## config.mk

```make
export PLATFORM = sky130hd
export DESIGN_NAME = dma_desc_top
export DESIGN_NICKNAME = d
export VERILOG_FILES = /design/src/dma_pkg.sv /design/src/dma_mem_arb.sv /design/src/dma_backend.sv /design/src/dma_desc_fetch.sv /design/src/dma_desc_regs.sv /design/src/dma_desc_top.sv
export SDC_FILE = /design/constraint.sdc
export NUM_CORES = 1
export LEC_CHECK = 0
export BUFFER_PORTS_ARGS = -buffer_cell sky130_fd_sc_hd__buf_4
export CAP_MARGIN = 20
export CORE_AREA = 2 2 186 188
export CTS_CLUSTER_SIZE = 16
export DETAILED_ROUTE_END_ITERATION = 8
export DIE_AREA = 0 0 188 190
export PLACE_DENSITY_LB_ADDON = 0.15
export SYNTH_ARGS = -nofsm -noshare
export SYNTH_HDL_FRONTEND = slang
export SYNTH_SLANG_ARGS = --single-unit
```

## constraint.sdc

```tcl
create_clock -name i_idma_backend -period 4.5 [get_ports i_idma_backend]
set_input_delay 0 -clock i_idma_backend [delete_from_list [all_inputs] [get_ports i_idma_backend]]
set_output_delay 0 -clock i_idma_backend [all_outputs]
set_load 0.01 [all_outputs]
```

## src/dma_pkg.sv

```systemverilog
////////////////////////////////////////////////////////////////////////////
// Shared widths, register map and bus structs of the descriptor DMA.
// Compiled first; RTL and testbench both use these types.
////////////////////////////////////////////////////////////////////////////

package dma_pkg;

  localparam int unsigned AddrWidth    = 32;
  localparam int unsigned DataWidth    = 32;
  localparam int unsigned LenWidth     = 16;
  localparam int unsigned CntWidth     = 16;
  localparam int unsigned RegAddrWidth = 4;

  typedef logic [AddrWidth-1:0]    addr_t;
  typedef logic [DataWidth-1:0]    data_t;
  typedef logic [LenWidth-1:0]     len_t;
  typedef logic [CntWidth-1:0]     cnt_t;
  typedef logic [RegAddrWidth-1:0] reg_addr_t;

  // Register word offsets
  localparam reg_addr_t RegDescAddr = 4'd0; // Write pushes a pointer
  localparam reg_addr_t RegStatus   = 4'd1;
  localparam reg_addr_t RegIrqClr   = 4'd2;
  localparam reg_addr_t RegDoneCnt  = 4'd3;

  // Descriptor word offsets
  localparam logic [1:0] DescSrc  = 2'd0;
  localparam logic [1:0] DescDst  = 2'd1;
  localparam logic [1:0] DescCtl  = 2'd2;
  localparam logic [1:0] DescNext = 2'd3;

  localparam int unsigned DescIrqBit = 31; // Interrupt enable in the control word

  typedef struct packed {
    logic  strobe;
    logic  we;
    addr_t addr;
    data_t wdata;
  } mem_req_t;

  typedef struct packed {
    logic  rvalid;
    data_t rdata;
  } mem_rsp_t;

  typedef struct packed {
    logic      wr;
    logic      rd;
    reg_addr_t addr;
    data_t     wdata;
  } reg_req_t;

  typedef struct packed {
    logic  rvalid;
    data_t rdata;
  } reg_rsp_t;

  typedef struct packed {
    addr_t src;
    addr_t dst;
    len_t  len;
  } xfer_t;

  typedef struct packed {
    logic        busy;
    logic        queue_full;
    logic        queue_empty;
    logic        irq;
    logic [11:0] reserved;
    cnt_t        done_cnt;
  } status_t;

endpackage

```

## src/dma_mem_arb.sv

```systemverilog
////////////////////////////////////////////////////////////////////////////
// Fixed-priority merge of the backend and fetch memory masters onto one
// port. The backend always wins; read data goes back to its issuer only.
////////////////////////////////////////////////////////////////////////////

`timescale 1ns/1ps

module dma_mem_arb (
  input  logic              i_idma_backend,
  input  logic              rst_n_i,
  input  dma_pkg::mem_req_t be_req_i,
  output logic              be_gnt_o,
  output dma_pkg::mem_rsp_t be_rsp_o,
  input  dma_pkg::mem_req_t fe_req_i,
  output logic              fe_gnt_o,
  output dma_pkg::mem_rsp_t fe_rsp_o,
  output dma_pkg::mem_req_t mem_req_o,
  input  dma_pkg::mem_rsp_t mem_rsp_i
);
  import dma_pkg::*;

  logic owner_be_q; // Issuer of the last granted read

  assign be_gnt_o  = be_req_i.strobe;
  assign fe_gnt_o  = fe_req_i.strobe && !be_req_i.strobe;
  assign mem_req_o = be_req_i.strobe ? be_req_i : fe_req_i;

  always_ff @(posedge i_idma_backend or negedge rst_n_i) begin
    if (!rst_n_i) begin
      owner_be_q <= 1'b0;
    end else if (mem_req_o.strobe && !mem_req_o.we) begin
      owner_be_q <= be_gnt_o;
    end
  end

  always_comb begin
    be_rsp_o        = mem_rsp_i;
    fe_rsp_o        = mem_rsp_i;
    be_rsp_o.rvalid = mem_rsp_i.rvalid && owner_be_q;
    fe_rsp_o.rvalid = mem_rsp_i.rvalid && !owner_be_q;
  end

endmodule

```

## src/dma_backend.sv

```systemverilog
////////////////////////////////////////////////////////////////////////////
// Word copy engine. For every word it reads the source, captures the data
// and writes it to the destination. Zero-length transfers skip memory.
////////////////////////////////////////////////////////////////////////////

`timescale 1ns/1ps

module dma_backend (
  input  logic              i_idma_backend,
  input  logic              rst_n_i,
  input  logic              xfer_start_i,
  input  dma_pkg::xfer_t    xfer_i,
  output logic              xfer_busy_o,
  output logic              xfer_done_o,
  output dma_pkg::mem_req_t mem_req_o,
  input  logic              mem_gnt_i,
  input  dma_pkg::mem_rsp_t mem_rsp_i
);
  import dma_pkg::*;

  typedef enum logic [2:0] {
    BeIdle,
    BeZero,
    BeRead,
    BeRwait,
    BeWrite
  } be_state_e;

  be_state_e state_q;
  len_t      rem_q;     // Words still to write
  addr_t     src_q, dst_q;
  data_t     data_q;
  logic      last_word;
  logic      start;
  logic      word_done;

  assign start     = (state_q == BeIdle) && xfer_start_i;
  assign last_word = (rem_q == len_t'(1));
  assign word_done = (state_q == BeWrite) && mem_gnt_i;

  always_ff @(posedge i_idma_backend or negedge rst_n_i) begin
    if (!rst_n_i) begin
      state_q <= BeIdle;
      rem_q   <= '0;
    end else begin
      case (state_q)
        BeIdle: begin
          if (xfer_start_i) begin
            rem_q   <= xfer_i.len;
            state_q <= (xfer_i.len == '0) ? BeZero : BeRead;
          end
        end
        BeZero: state_q <= BeIdle; // Done without touching memory
        BeRead: if (mem_gnt_i) state_q <= BeRwait;
        BeRwait: if (mem_rsp_i.rvalid) state_q <= BeWrite;
        BeWrite: begin
          if (mem_gnt_i) begin
            rem_q   <= rem_q - len_t'(1);
            state_q <= last_word ? BeIdle : BeRead;
          end
        end
        default: state_q <= BeIdle;
      endcase
    end
  end

  always_ff @(posedge i_idma_backend) begin
    if (start) begin
      src_q <= xfer_i.src;
      dst_q <= xfer_i.dst;
    end else if (word_done) begin
      src_q <= src_q + addr_t'(1);
      dst_q <= dst_q + addr_t'(1);
    end
    if (state_q == BeRwait && mem_rsp_i.rvalid) data_q <= mem_rsp_i.rdata;
  end

  always_comb begin
    mem_req_o = '0;
    case (state_q)
      BeRead: begin
        mem_req_o.strobe = 1'b1;
        mem_req_o.addr   = src_q;
      end
      BeWrite: begin
        mem_req_o.strobe = 1'b1;
        mem_req_o.we     = 1'b1;
        mem_req_o.addr   = dst_q;
        mem_req_o.wdata  = data_q;
      end
      default: ;
    endcase
  end

  assign xfer_busy_o = (state_q != BeIdle);
  assign xfer_done_o = (state_q == BeZero) || (word_done && last_word);

endmodule

```

## src/dma_desc_fetch.sv

```systemverilog
////////////////////////////////////////////////////////////////////////////
// Descriptor fetch and chain walker. Reads four-word descriptors into a
// shadow register and hands them to the backend, prefetching the next one
// while a copy runs.
////////////////////////////////////////////////////////////////////////////

`timescale 1ns/1ps

module dma_desc_fetch (
  input  logic              i_idma_backend,
  input  logic              rst_n_i,
  input  logic              ptr_valid_i,
  input  dma_pkg::addr_t    ptr_i,
  output logic              ptr_pop_o,
  output dma_pkg::mem_req_t mem_req_o,
  input  logic              mem_gnt_i,
  input  dma_pkg::mem_rsp_t mem_rsp_i,
  output logic              xfer_start_o,
  output dma_pkg::xfer_t    xfer_o,
  input  logic              xfer_busy_i,
  input  logic              xfer_done_i,
  output logic              desc_done_o,
  output logic              desc_irq_o,
  output logic              busy_o
);
  import dma_pkg::*;

  typedef enum logic [1:0] {
    FeIdle,
    FeReq,
    FeWait
  } fe_state_e;

  fe_state_e  fe_state_q;
  logic [1:0] word_q;
  addr_t      desc_ptr_q;   // Descriptor being fetched
  addr_t      chain_q;      // Next pointer of the last fetched descriptor
  logic       shadow_full_q;
  logic       irq_q;        // Interrupt enable of the running transfer
  addr_t      src_q, dst_q;
  data_t      ctl_q;
  logic       take_chain, fetch_done;

  assign take_chain   = (fe_state_q == FeIdle) && !shadow_full_q && (chain_q != '0);
  assign ptr_pop_o    = (fe_state_q == FeIdle) && !shadow_full_q && (chain_q == '0)
                        && ptr_valid_i;
  assign fetch_done   = (fe_state_q == FeWait) && mem_rsp_i.rvalid && (word_q == DescNext);
  assign xfer_start_o = shadow_full_q && !xfer_busy_i;

  always_ff @(posedge i_idma_backend or negedge rst_n_i) begin
    if (!rst_n_i) begin
      fe_state_q    <= FeIdle;
      word_q        <= DescSrc;
      chain_q       <= '0;
      shadow_full_q <= 1'b0;
      irq_q         <= 1'b0;
    end else begin
      case (fe_state_q)
        FeIdle: begin
          if (take_chain || ptr_pop_o) begin
            fe_state_q <= FeReq;
            word_q     <= DescSrc;
          end
          if (take_chain) chain_q <= '0;
        end
        FeReq: if (mem_gnt_i) fe_state_q <= FeWait;
        FeWait: begin
          if (mem_rsp_i.rvalid) begin
            if (word_q == DescNext) begin
              chain_q    <= mem_rsp_i.rdata;
              fe_state_q <= FeIdle;
            end else begin
              word_q     <= word_q + 2'd1;
              fe_state_q <= FeReq;
            end
          end
        end
        default: fe_state_q <= FeIdle;
      endcase

      if (fetch_done) begin
        shadow_full_q <= 1'b1;
      end else if (xfer_start_o) begin
        shadow_full_q <= 1'b0;
      end
      if (xfer_start_o) irq_q <= ctl_q[DescIrqBit];
    end
  end

  // Descriptor shadow
  always_ff @(posedge i_idma_backend) begin
    if (take_chain) begin
      desc_ptr_q <= chain_q;
    end else if (ptr_pop_o) begin
      desc_ptr_q <= ptr_i;
    end
    if (fe_state_q == FeWait && mem_rsp_i.rvalid) begin
      case (word_q)
        DescSrc: src_q <= mem_rsp_i.rdata;
        DescDst: dst_q <= mem_rsp_i.rdata;
        DescCtl: ctl_q <= mem_rsp_i.rdata;
        default: ;
      endcase
    end
  end

  always_comb begin
    mem_req_o        = '0;
    mem_req_o.strobe = (fe_state_q == FeReq);
    mem_req_o.addr   = desc_ptr_q + addr_t'(word_q);
  end

  assign xfer_o.src  = src_q;
  assign xfer_o.dst  = dst_q;
  assign xfer_o.len  = ctl_q[LenWidth-1:0];
  assign desc_done_o = xfer_done_i;
  assign desc_irq_o  = irq_q;
  assign busy_o      = (fe_state_q != FeIdle) || shadow_full_q || xfer_busy_i
                       || (chain_q != '0);

endmodule

```

## src/dma_desc_regs.sv

```systemverilog
////////////////////////////////////////////////////////////////////////////
// Register block of the DMA: pointer queue, completion counter, status
// word and level interrupt. Reads answer one cycle after the strobe.
////////////////////////////////////////////////////////////////////////////

`timescale 1ns/1ps

module dma_desc_regs #(
  parameter int unsigned QueueDepth = 4
) (
  input  logic              i_idma_backend,
  input  logic              rst_n_i,
  input  dma_pkg::reg_req_t reg_req_i,
  output dma_pkg::reg_rsp_t reg_rsp_o,
  output logic              ptr_valid_o,
  output dma_pkg::addr_t    ptr_o,
  input  logic              ptr_pop_i,
  input  logic              busy_i,
  input  logic              desc_done_i,
  input  logic              desc_irq_i,
  output logic              irq_o
);
  import dma_pkg::*;

  localparam int unsigned IdxWidth   = (QueueDepth > 1) ? $clog2(QueueDepth) : 1;
  localparam int unsigned LevelWidth = $clog2(QueueDepth + 1);

  typedef logic [IdxWidth-1:0]   idx_t;
  typedef logic [LevelWidth-1:0] level_t;

  addr_t   queue_q [QueueDepth];
  idx_t    wr_idx_q, rd_idx_q;
  level_t  level_q;
  cnt_t    done_cnt_q;
  logic    irq_q;
  logic    rvalid_q;
  data_t   rdata_q, rdata_d;
  status_t status;
  logic    full, empty, push, pop, irq_clr;

  function automatic idx_t idx_inc(input idx_t idx);
    if (idx == idx_t'(QueueDepth - 1)) begin
      return '0;
    end
    return idx + idx_t'(1);
  endfunction

  assign full    = (level_q == level_t'(QueueDepth));
  assign empty   = (level_q == '0);
  assign push    = reg_req_i.wr && (reg_req_i.addr == RegDescAddr) && !full; // Dropped when full
  assign pop     = ptr_pop_i && !empty;
  assign irq_clr = reg_req_i.wr && (reg_req_i.addr == RegIrqClr);

  always_ff @(posedge i_idma_backend or negedge rst_n_i) begin
    if (!rst_n_i) begin
      wr_idx_q   <= '0;
      rd_idx_q   <= '0;
      level_q    <= '0;
      done_cnt_q <= '0;
      irq_q      <= 1'b0;
      rvalid_q   <= 1'b0;
    end else begin
      if (push) wr_idx_q <= idx_inc(wr_idx_q);
      if (pop) rd_idx_q <= idx_inc(rd_idx_q);
      if (push && !pop) begin
        level_q <= level_q + level_t'(1);
      end else if (pop && !push) begin
        level_q <= level_q - level_t'(1);
      end
      if (desc_done_i) done_cnt_q <= done_cnt_q + cnt_t'(1);
      // A new completion wins over a clear in the same cycle
      if (desc_done_i && desc_irq_i) begin
        irq_q <= 1'b1;
      end else if (irq_clr) begin
        irq_q <= 1'b0;
      end
      rvalid_q <= reg_req_i.rd;
    end
  end

  always_ff @(posedge i_idma_backend) begin
    if (push) queue_q[wr_idx_q] <= reg_req_i.wdata;
    if (reg_req_i.rd) rdata_q <= rdata_d;
  end

  always_comb begin
    status             = '0;
    status.busy        = busy_i;
    status.queue_full  = full;
    status.queue_empty = empty;
    status.irq         = irq_q;
    status.done_cnt    = done_cnt_q;
  end

  always_comb begin
    case (reg_req_i.addr)
      RegDescAddr: rdata_d = ptr_o;   // Head of the queue
      RegStatus:   rdata_d = status;
      RegIrqClr:   rdata_d = '0;
      RegDoneCnt:  rdata_d = data_t'(done_cnt_q);
      default:     rdata_d = '0;
    endcase
  end

  assign reg_rsp_o.rvalid = rvalid_q;
  assign reg_rsp_o.rdata  = rdata_q;
  assign ptr_valid_o      = !empty;
  assign ptr_o            = queue_q[rd_idx_q];
  assign irq_o            = irq_q;

endmodule

```

## src/dma_desc_top.sv

```systemverilog
////////////////////////////////////////////////////////////////////////////
// Top level of the descriptor DMA. Connects the register block, fetch
// unit, copy backend and memory arbiter to the register and memory ports.
////////////////////////////////////////////////////////////////////////////

`timescale 1ns/1ps

module dma_desc_top #(
  parameter int unsigned QueueDepth = 4
) (
  input  logic              i_idma_backend,
  input  logic              rst_n_i,
  input  dma_pkg::reg_req_t reg_req_i,
  output dma_pkg::reg_rsp_t reg_rsp_o,
  output dma_pkg::mem_req_t mem_req_o,
  input  dma_pkg::mem_rsp_t mem_rsp_i,
  output logic              irq_o
);
  import dma_pkg::*;

  // Pointer queue to fetch unit
  logic     ptr_valid, ptr_pop;
  addr_t    ptr;
  // Fetch unit to backend
  logic     xfer_start, xfer_busy, xfer_done;
  xfer_t    xfer;
  logic     desc_done, desc_irq, fetch_busy;
  // Per-master memory ports
  mem_req_t fe_req, be_req;
  mem_rsp_t fe_rsp, be_rsp;
  logic     fe_gnt, be_gnt;

  dma_desc_regs #(
    .QueueDepth ( QueueDepth )
  ) u_regs (
    .i_idma_backend ( i_idma_backend ),
    .rst_n_i        ( rst_n_i        ),
    .reg_req_i      ( reg_req_i      ),
    .reg_rsp_o      ( reg_rsp_o      ),
    .ptr_valid_o    ( ptr_valid      ),
    .ptr_o          ( ptr            ),
    .ptr_pop_i      ( ptr_pop        ),
    .busy_i         ( fetch_busy     ),
    .desc_done_i    ( desc_done      ),
    .desc_irq_i     ( desc_irq       ),
    .irq_o          ( irq_o          )
  );

  dma_desc_fetch u_fetch (
    .i_idma_backend ( i_idma_backend ),
    .rst_n_i        ( rst_n_i        ),
    .ptr_valid_i    ( ptr_valid      ),
    .ptr_i          ( ptr            ),
    .ptr_pop_o      ( ptr_pop        ),
    .mem_req_o      ( fe_req         ),
    .mem_gnt_i      ( fe_gnt         ),
    .mem_rsp_i      ( fe_rsp         ),
    .xfer_start_o   ( xfer_start     ),
    .xfer_o         ( xfer           ),
    .xfer_busy_i    ( xfer_busy      ),
    .xfer_done_i    ( xfer_done      ),
    .desc_done_o    ( desc_done      ),
    .desc_irq_o     ( desc_irq       ),
    .busy_o         ( fetch_busy     )
  );

  dma_backend u_backend (
    .i_idma_backend ( i_idma_backend ),
    .rst_n_i        ( rst_n_i        ),
    .xfer_start_i   ( xfer_start     ),
    .xfer_i         ( xfer           ),
    .xfer_busy_o    ( xfer_busy      ),
    .xfer_done_o    ( xfer_done      ),
    .mem_req_o      ( be_req         ),
    .mem_gnt_i      ( be_gnt         ),
    .mem_rsp_i      ( be_rsp         )
  );

  dma_mem_arb u_arb (
    .i_idma_backend ( i_idma_backend ),
    .rst_n_i        ( rst_n_i        ),
    .be_req_i       ( be_req         ),
    .be_gnt_o       ( be_gnt         ),
    .be_rsp_o       ( be_rsp         ),
    .fe_req_i       ( fe_req         ),
    .fe_gnt_o       ( fe_gnt         ),
    .fe_rsp_o       ( fe_rsp         ),
    .mem_req_o      ( mem_req_o      ),
    .mem_rsp_i      ( mem_rsp_i      )
  );

endmodule

```

# Word-level counts from Yosys, hierarchy flattened
# Memory sizes are Yosys's and may differ from the RTL's.
# Index checks and enable logic that the tools add are counted.
# totals
wordCells,172
output_inout_bits,100
ram_bits,128
mem_count,1
in_bits,73
ff_bits,339
# mem_list
memory,words,word_bits,rd,rd_ports_with_merged_regs,write_ports,line,source
u_regs.queue_q,4,32,1,0,1,dma_desc_regs.sv:31,addr_t queue_q [QueueDepth];
# op_classes
addsub,10
n_mux,51
n_eq_ne,26
n_reduce_logical,62
# op_table
operator,count
two-way mux 32 bit,10
case mux 32 bit (2 select lines),2
case mux 32 bit (3 select lines),1
two-way mux 66 bit,1
"adder 32 x 1 -> 32 bit, second input constant",2
adder 32 x 2 -> 32 bit,1
zero test 32 bit,1
two-way mux 16 bit,2
case mux 16 bit (2 select lines),1
nonzero test 32 bit,1
two-way mux 2 bit,12
logical AND 1 bit,22
two-way mux 3 bit,6
"adder 16 x 1 -> 16 bit, second input constant",1
"equality test 16 x 1 -> 1 bit, second input constant",1
zero test 16 bit,1
nonzero test 2 bit,8
"subtractor 16 x 1 -> 16 bit, second input constant",1
two-way mux 1 bit,13
"!= test 2 x 1 -> 1 bit, second input constant",6
case mux 3 bit (4 select lines),1
AND reduction 4 bit,3
"equality test 2 bit, second input constant",5
zero test 1 bit,9
20 further kinds,38

# Depth between registers and ports, before layout
# logic_depth
depth_word,8
ltp_mapped,10
mapped_depth_nobuf,10

# Modules after synthesis
# Synthesis repeated with hierarchy kept, for this count alone.
# hier_totals
hier_cells,1650
area_unflattened_um2,21844.7
# by_module_without_submodules
module,cells_per_inst,seq_area_each_um2,area_per_inst_um2,n_inst
dma_desc_regs,343,5430.2,7121.8,1
dma_desc_fetch,486,4344.2,6715.2,1
dma_backend,674,3358.2,6626.4,1
dma_mem_arb,147,25.0,1381.3,1

# Worst setup path before layout
# Ideal clock, no wire load.
# synth_path
kind,reg-to-reg
startpoint,register u_fetch.fe_state_q[1]
endpoint,"register u_fetch.desc_ptr_q[0], enable pin"
required_time_ns,4.030
arrival_time_ns,3.284
path_stages_with_launch,4
period_less_slack_ns,3.754
path_buffers,0
slack_ns,0.746
setup_time_ns,0.470
cell_sequence,dfrtp_1 or2_2 nor2_1 a21boi_0
# synth_between
elab_chain_cells,5
elab_cells_between_ends,6
cone_classes,reduce/logical: 6
# synth_lines
element,line,source
"start, declared",dma_desc_fetch.sv:34,fe_state_e fe_state_q;
"start signal, assigned",dma_desc_fetch.sv:52,fe_state_q <= FeIdle;
"start signal, assigned",dma_desc_fetch.sv:61,fe_state_q <= FeReq;
"start signal, assigned",dma_desc_fetch.sv:66,FeReq: if (mem_gnt_i) fe_state_q <= FeWait;
zero test 2 bit (*),"dma_desc_fetch.sv:44, dma_desc_fetch.sv:45",
logical AND 1 bit (*),"dma_desc_fetch.sv:44, dma_desc_fetch.sv:45",
logical AND 1 bit,dma_desc_fetch.sv:45,assign ptr_pop_o = (fe_state_q == FeIdle) && !shadow_full_q && (chain_q == '0)
logical AND 1 bit,dma_desc_fetch.sv:46,&& ptr_valid_i;
nonzero test 2 bit (no line) (*),-,
"end signal, assigned",dma_desc_fetch.sv:93,desc_ptr_q <= chain_q;
"end signal, assigned",dma_desc_fetch.sv:95,desc_ptr_q <= ptr_i;
"end, declared",dma_desc_fetch.sv:36,addr_t desc_ptr_q;
# Mark *: on every way between the ends. The rest lies on a longest branch, timed or not.
# A chain may end at the register's enable or synchronous reset.

==> run metrics <==
Avg Cell Area, Syn ~13 um^2; clock power share between 30% and 40%; Starting Density slightly below 60%; Buffers on Ports 172; power per cell area around 380 mW/mm^2; Worst path max stage delay 680 ps; core area around 0.034 mm^2; arrival time at the worst endpoint 3350 ps; CP endpoint kind output pin; hold path cells 4; drt total wl slightly below 50 mm; ANT cells 0; CTS tree done; commonest non-fill, non-tap cell in the layout edfxtp_1; R2R setup slack about 1400 ps; CP top delay family buffers and inverters; Synth Flop Type edfxtp_1; Post-synth EDFFs between 300 and 400; skew final ~17 ps; Crit Reg-Reg Startpoint u_backend.state_q[2]; CTS sink cnt about 450; GP Congestion about 0.9; setup TNS 0 ps; worst r2r path cells 4; Crit path required time around 4500 ps; GRT Total Usage between 20% and 30%; Clock Path Buffers 3; First-pass DRT Iterations 7; Synth cell types 63; Leak 8.414 nW; die area around 0.036 mm^2; Flop pwr share 53.0%; post-route antenna net violation count 0; DP HPWL approximately 32 mm; drt first-iter violations 1,215; leading cell types in the layout, fill and taps excluded edfxtp_1 (369), buf_4 (195), nand2_1 (157); worst-path cell chain clkinv_1, nand3_1, buf_4, inv_2, buf_4, a22oi_1, o21ai_0, buf_4; Synth Register Bits 452; Max FO, Critical Path approximately 50; Hold Path Class input port to register; ys async rst share a little under a fifth; # rows 68; Logic pwr share roughly 7.3%; drt drc 0; Die W between 150 and 200 um; P&R area growth vs syn 19.64%; fraction of layout cells with a size suffix above 1 just over 20%; max cap viols 0; slowest CP cell dfrtp_1; Hold EP u_regs.rdata_q[9]; Die Height between 150 and 200 um; Layout Utilization just over 70%; Sw Pwr approximately 2.1 mW; Setup Buffers After CTS 0; CTS resizes 0; largest net degree at the start of global routing between 80 and 90; Sw Ratio 22.85%; crit path time final around 3300 ps; first-pass GRT wire length between 70 and 80 mm; critical path type register to output pin; Finish-stage setup viols 0; layout net count between 1,500 and 2,000; post-DR vias/cell roughly 6; fmax 298.9 MHz; # IOs 173; Hold Vio Cnt, Final 0; cts bufs inserted 46; Buf+Inv Stages, Crit Path 5; Overflow after GRT 0; Synth Instances between 1,000 and 1,500; hold_sp reg_req_i[35]; Post-CTS Hold Buffers 72; fillers 2,322; internal power slightly above 7 mW; max-slew violation count 0; H-tree lvl count 2; YS warnings 0; most used cell, CP buf_4; unrepaired setup endpoints after global routing no; Routed WL per cell ~22 um; final worst path period share between 70 and 80%; Slew @ Worst Pin 1057 ps; DR vias between 10,000 and 15,000; clk root buf clkbuf_16; worst r2r dst u_backend.src_q[24]; initial antenna violation count 0; Clk pin slew, worst setup/hold paths about 60 ps; worst rel slew slack slightly below 30%; sequential area share after synthesis between 60% and 70%; Worst setup SP type register; worst skew pair latency 560 ps; status completed; maximum VDD drop between 0.3 and 0.4 mV; synthesized area between 0.02 and 0.025 mm^2; Syn Nets between 1,500 and 2,000; worst setup path startpoint u_backend.state_q[1]; vias in the first global route ~13,000
-- metrics by stage --
| stage | setup WS (ps) | cells | total power, mW | area [um^2] | hold WS (ps) |
|---|---|---|---|---|---|
| after floorplan | 745.6 | 1489 | 5.248 | 20060 | -295.6 |
| after global placement | 1528 | 2062 | 5.526 | 21830 | 39.65 |
| after detailed placement | 1471 | 2062 | 5.562 | 21830 | 40.77 |
| after CTS | 1143 | 2218 | 9.226 | 23970 | 82.02 |
| after global routing | 915.8 | 2221 | 9.497 | 24010 | 137.0 |
| final | 1155 | 2221 | 9.192 | 24010 | 134.0 |
-- power groups by stage --
stage,clock (mW),sequential (mW),combinational (mW)
after floorplan,0,4.92,0.330
after global placement,0,4.93,0.591
after detailed placement,0,4.95,0.611
after CTS,3.69,4.87,0.667
after global routing,3.86,4.90,0.741
final,3.65,4.87,0.671
-- how the worst max path moves through the flow --
stage | endpoint | slack [ps] | depth (start not counted)
after CTS | mem_req_o[50] | 1140 | 8
after floorplan | u_fetch.desc_ptr_q[0] | 750 | 3
after global routing | mem_req_o[50] | 920 | 8
after global placement | u_backend.src_q[28] | 1530 | 4
after detailed placement | u_backend.src_q[25] | 1470 | 4
final | mem_req_o[50] | 1150 | 8
-- registers in the layout, summed over array words and instances, names as in the netlist, 16 cells and up --
signal              count
u_regs.rdata_q         32
u_fetch.chain_q        32
u_backend.dst_q        32
u_fetch.desc_ptr_q     32
u_fetch.src_q          32
u_regs.queue_q        128
u_backend.data_q       32
u_regs.done_cnt_q      16
u_fetch.ctl_q          17
u_fetch.dst_q          32
u_backend.rem_q        16
u_backend.src_q        32
-- cell usage after synthesis (all sizes together), types with 3 or more instances --
cell type | count | area [um^2]
nand2b | 3 | 18.77
a22o | 22 | 192.7
a311oi | 4 | 35.03
mux2 | 35 | 394.1
or3 | 4 | 25.02
xor2 | 41 | 359.1
and2 | 53 | 331.6
o22ai | 5 | 31.28
nand2 | 158 | 593.1
clkbuf | 57 | 214.0
and4 | 12 | 105.1
a211oi | 6 | 45.04
nand3 | 51 | 265.3
buf | 20 | 121.4
and3 | 16 | 100.1
a22oi | 59 | 442.9
nor2b | 3 | 18.77
a21o | 3 | 22.52
mux4 | 32 | 720.7
o21a | 3 | 22.52
dfrtp | 83 | 2077
xnor2 | 65 | 569.3
edfxtp | 369 | 11080
nor4 | 32 | 282.8
o32ai | 3 | 26.28
o21ai | 138 | 690.7
or4 | 3 | 26.27
or2 | 3 | 18.77
inv | 28 | 105.1
o22a | 3 | 26.28
nor2 | 55 | 206.5
ha | 17 | 212.7
nor3b | 3 | 22.52
nor3 | 36 | 196.4
a221oi | 4 | 35.03
nand4 | 25 | 168.9
a21oi | 16 | 80.08
-- area by class of cell --
type | instances | area [um^2] | area share (%)
multi-input cells | 931 | 6516 | 27.14
flip-flops and latches | 452 | 13160 | 54.82
inverters | 29 | 108.9 | 0.4535
well taps | 455 | 569.3 | 2.372
clock inverters | 23 | 181.4 | 0.7558
clock buffers | 61 | 1239 | 5.160
repair buffers | 270 | 2231 | 9.293
-- worst min-delay path, cell delays in order --
cell	delay [ps]
buf_4	100
nor3b_2	50
buf_6	150
a22o_1	200
-- per-layer routing --
layer	routed length [um]	part of all wire, %	vias up	global-route usage [%]
met2	22780	47	566	43.05
li1	-	-	6108	-
met4	1152	2.4	0	7.904
met3	3831	7.9	83	4.815
met5	0	0	-	0
met1	20980	43	6603	40.04
-- cells by family (layout without fill, tap and decap cells) --
logic type | after synthesis | after routing | share of synthesized area (%)
AO/OA/AOI/OAI | 277 | 277 | 8.693
XOR/XNOR | 106 | 106 | 4.627
adder cells (fa/ha/maj) | 19 | 19 | 1.260
buffers and inverters | 106 | 383 | 2.214
flip-flops | 452 | 452 | 65.58
multiplexers | 68 | 68 | 5.606
AND/OR/NAND/NOR | 461 | 461 | 12.02
Note: power is estimated with default switching activity, not from simulation.
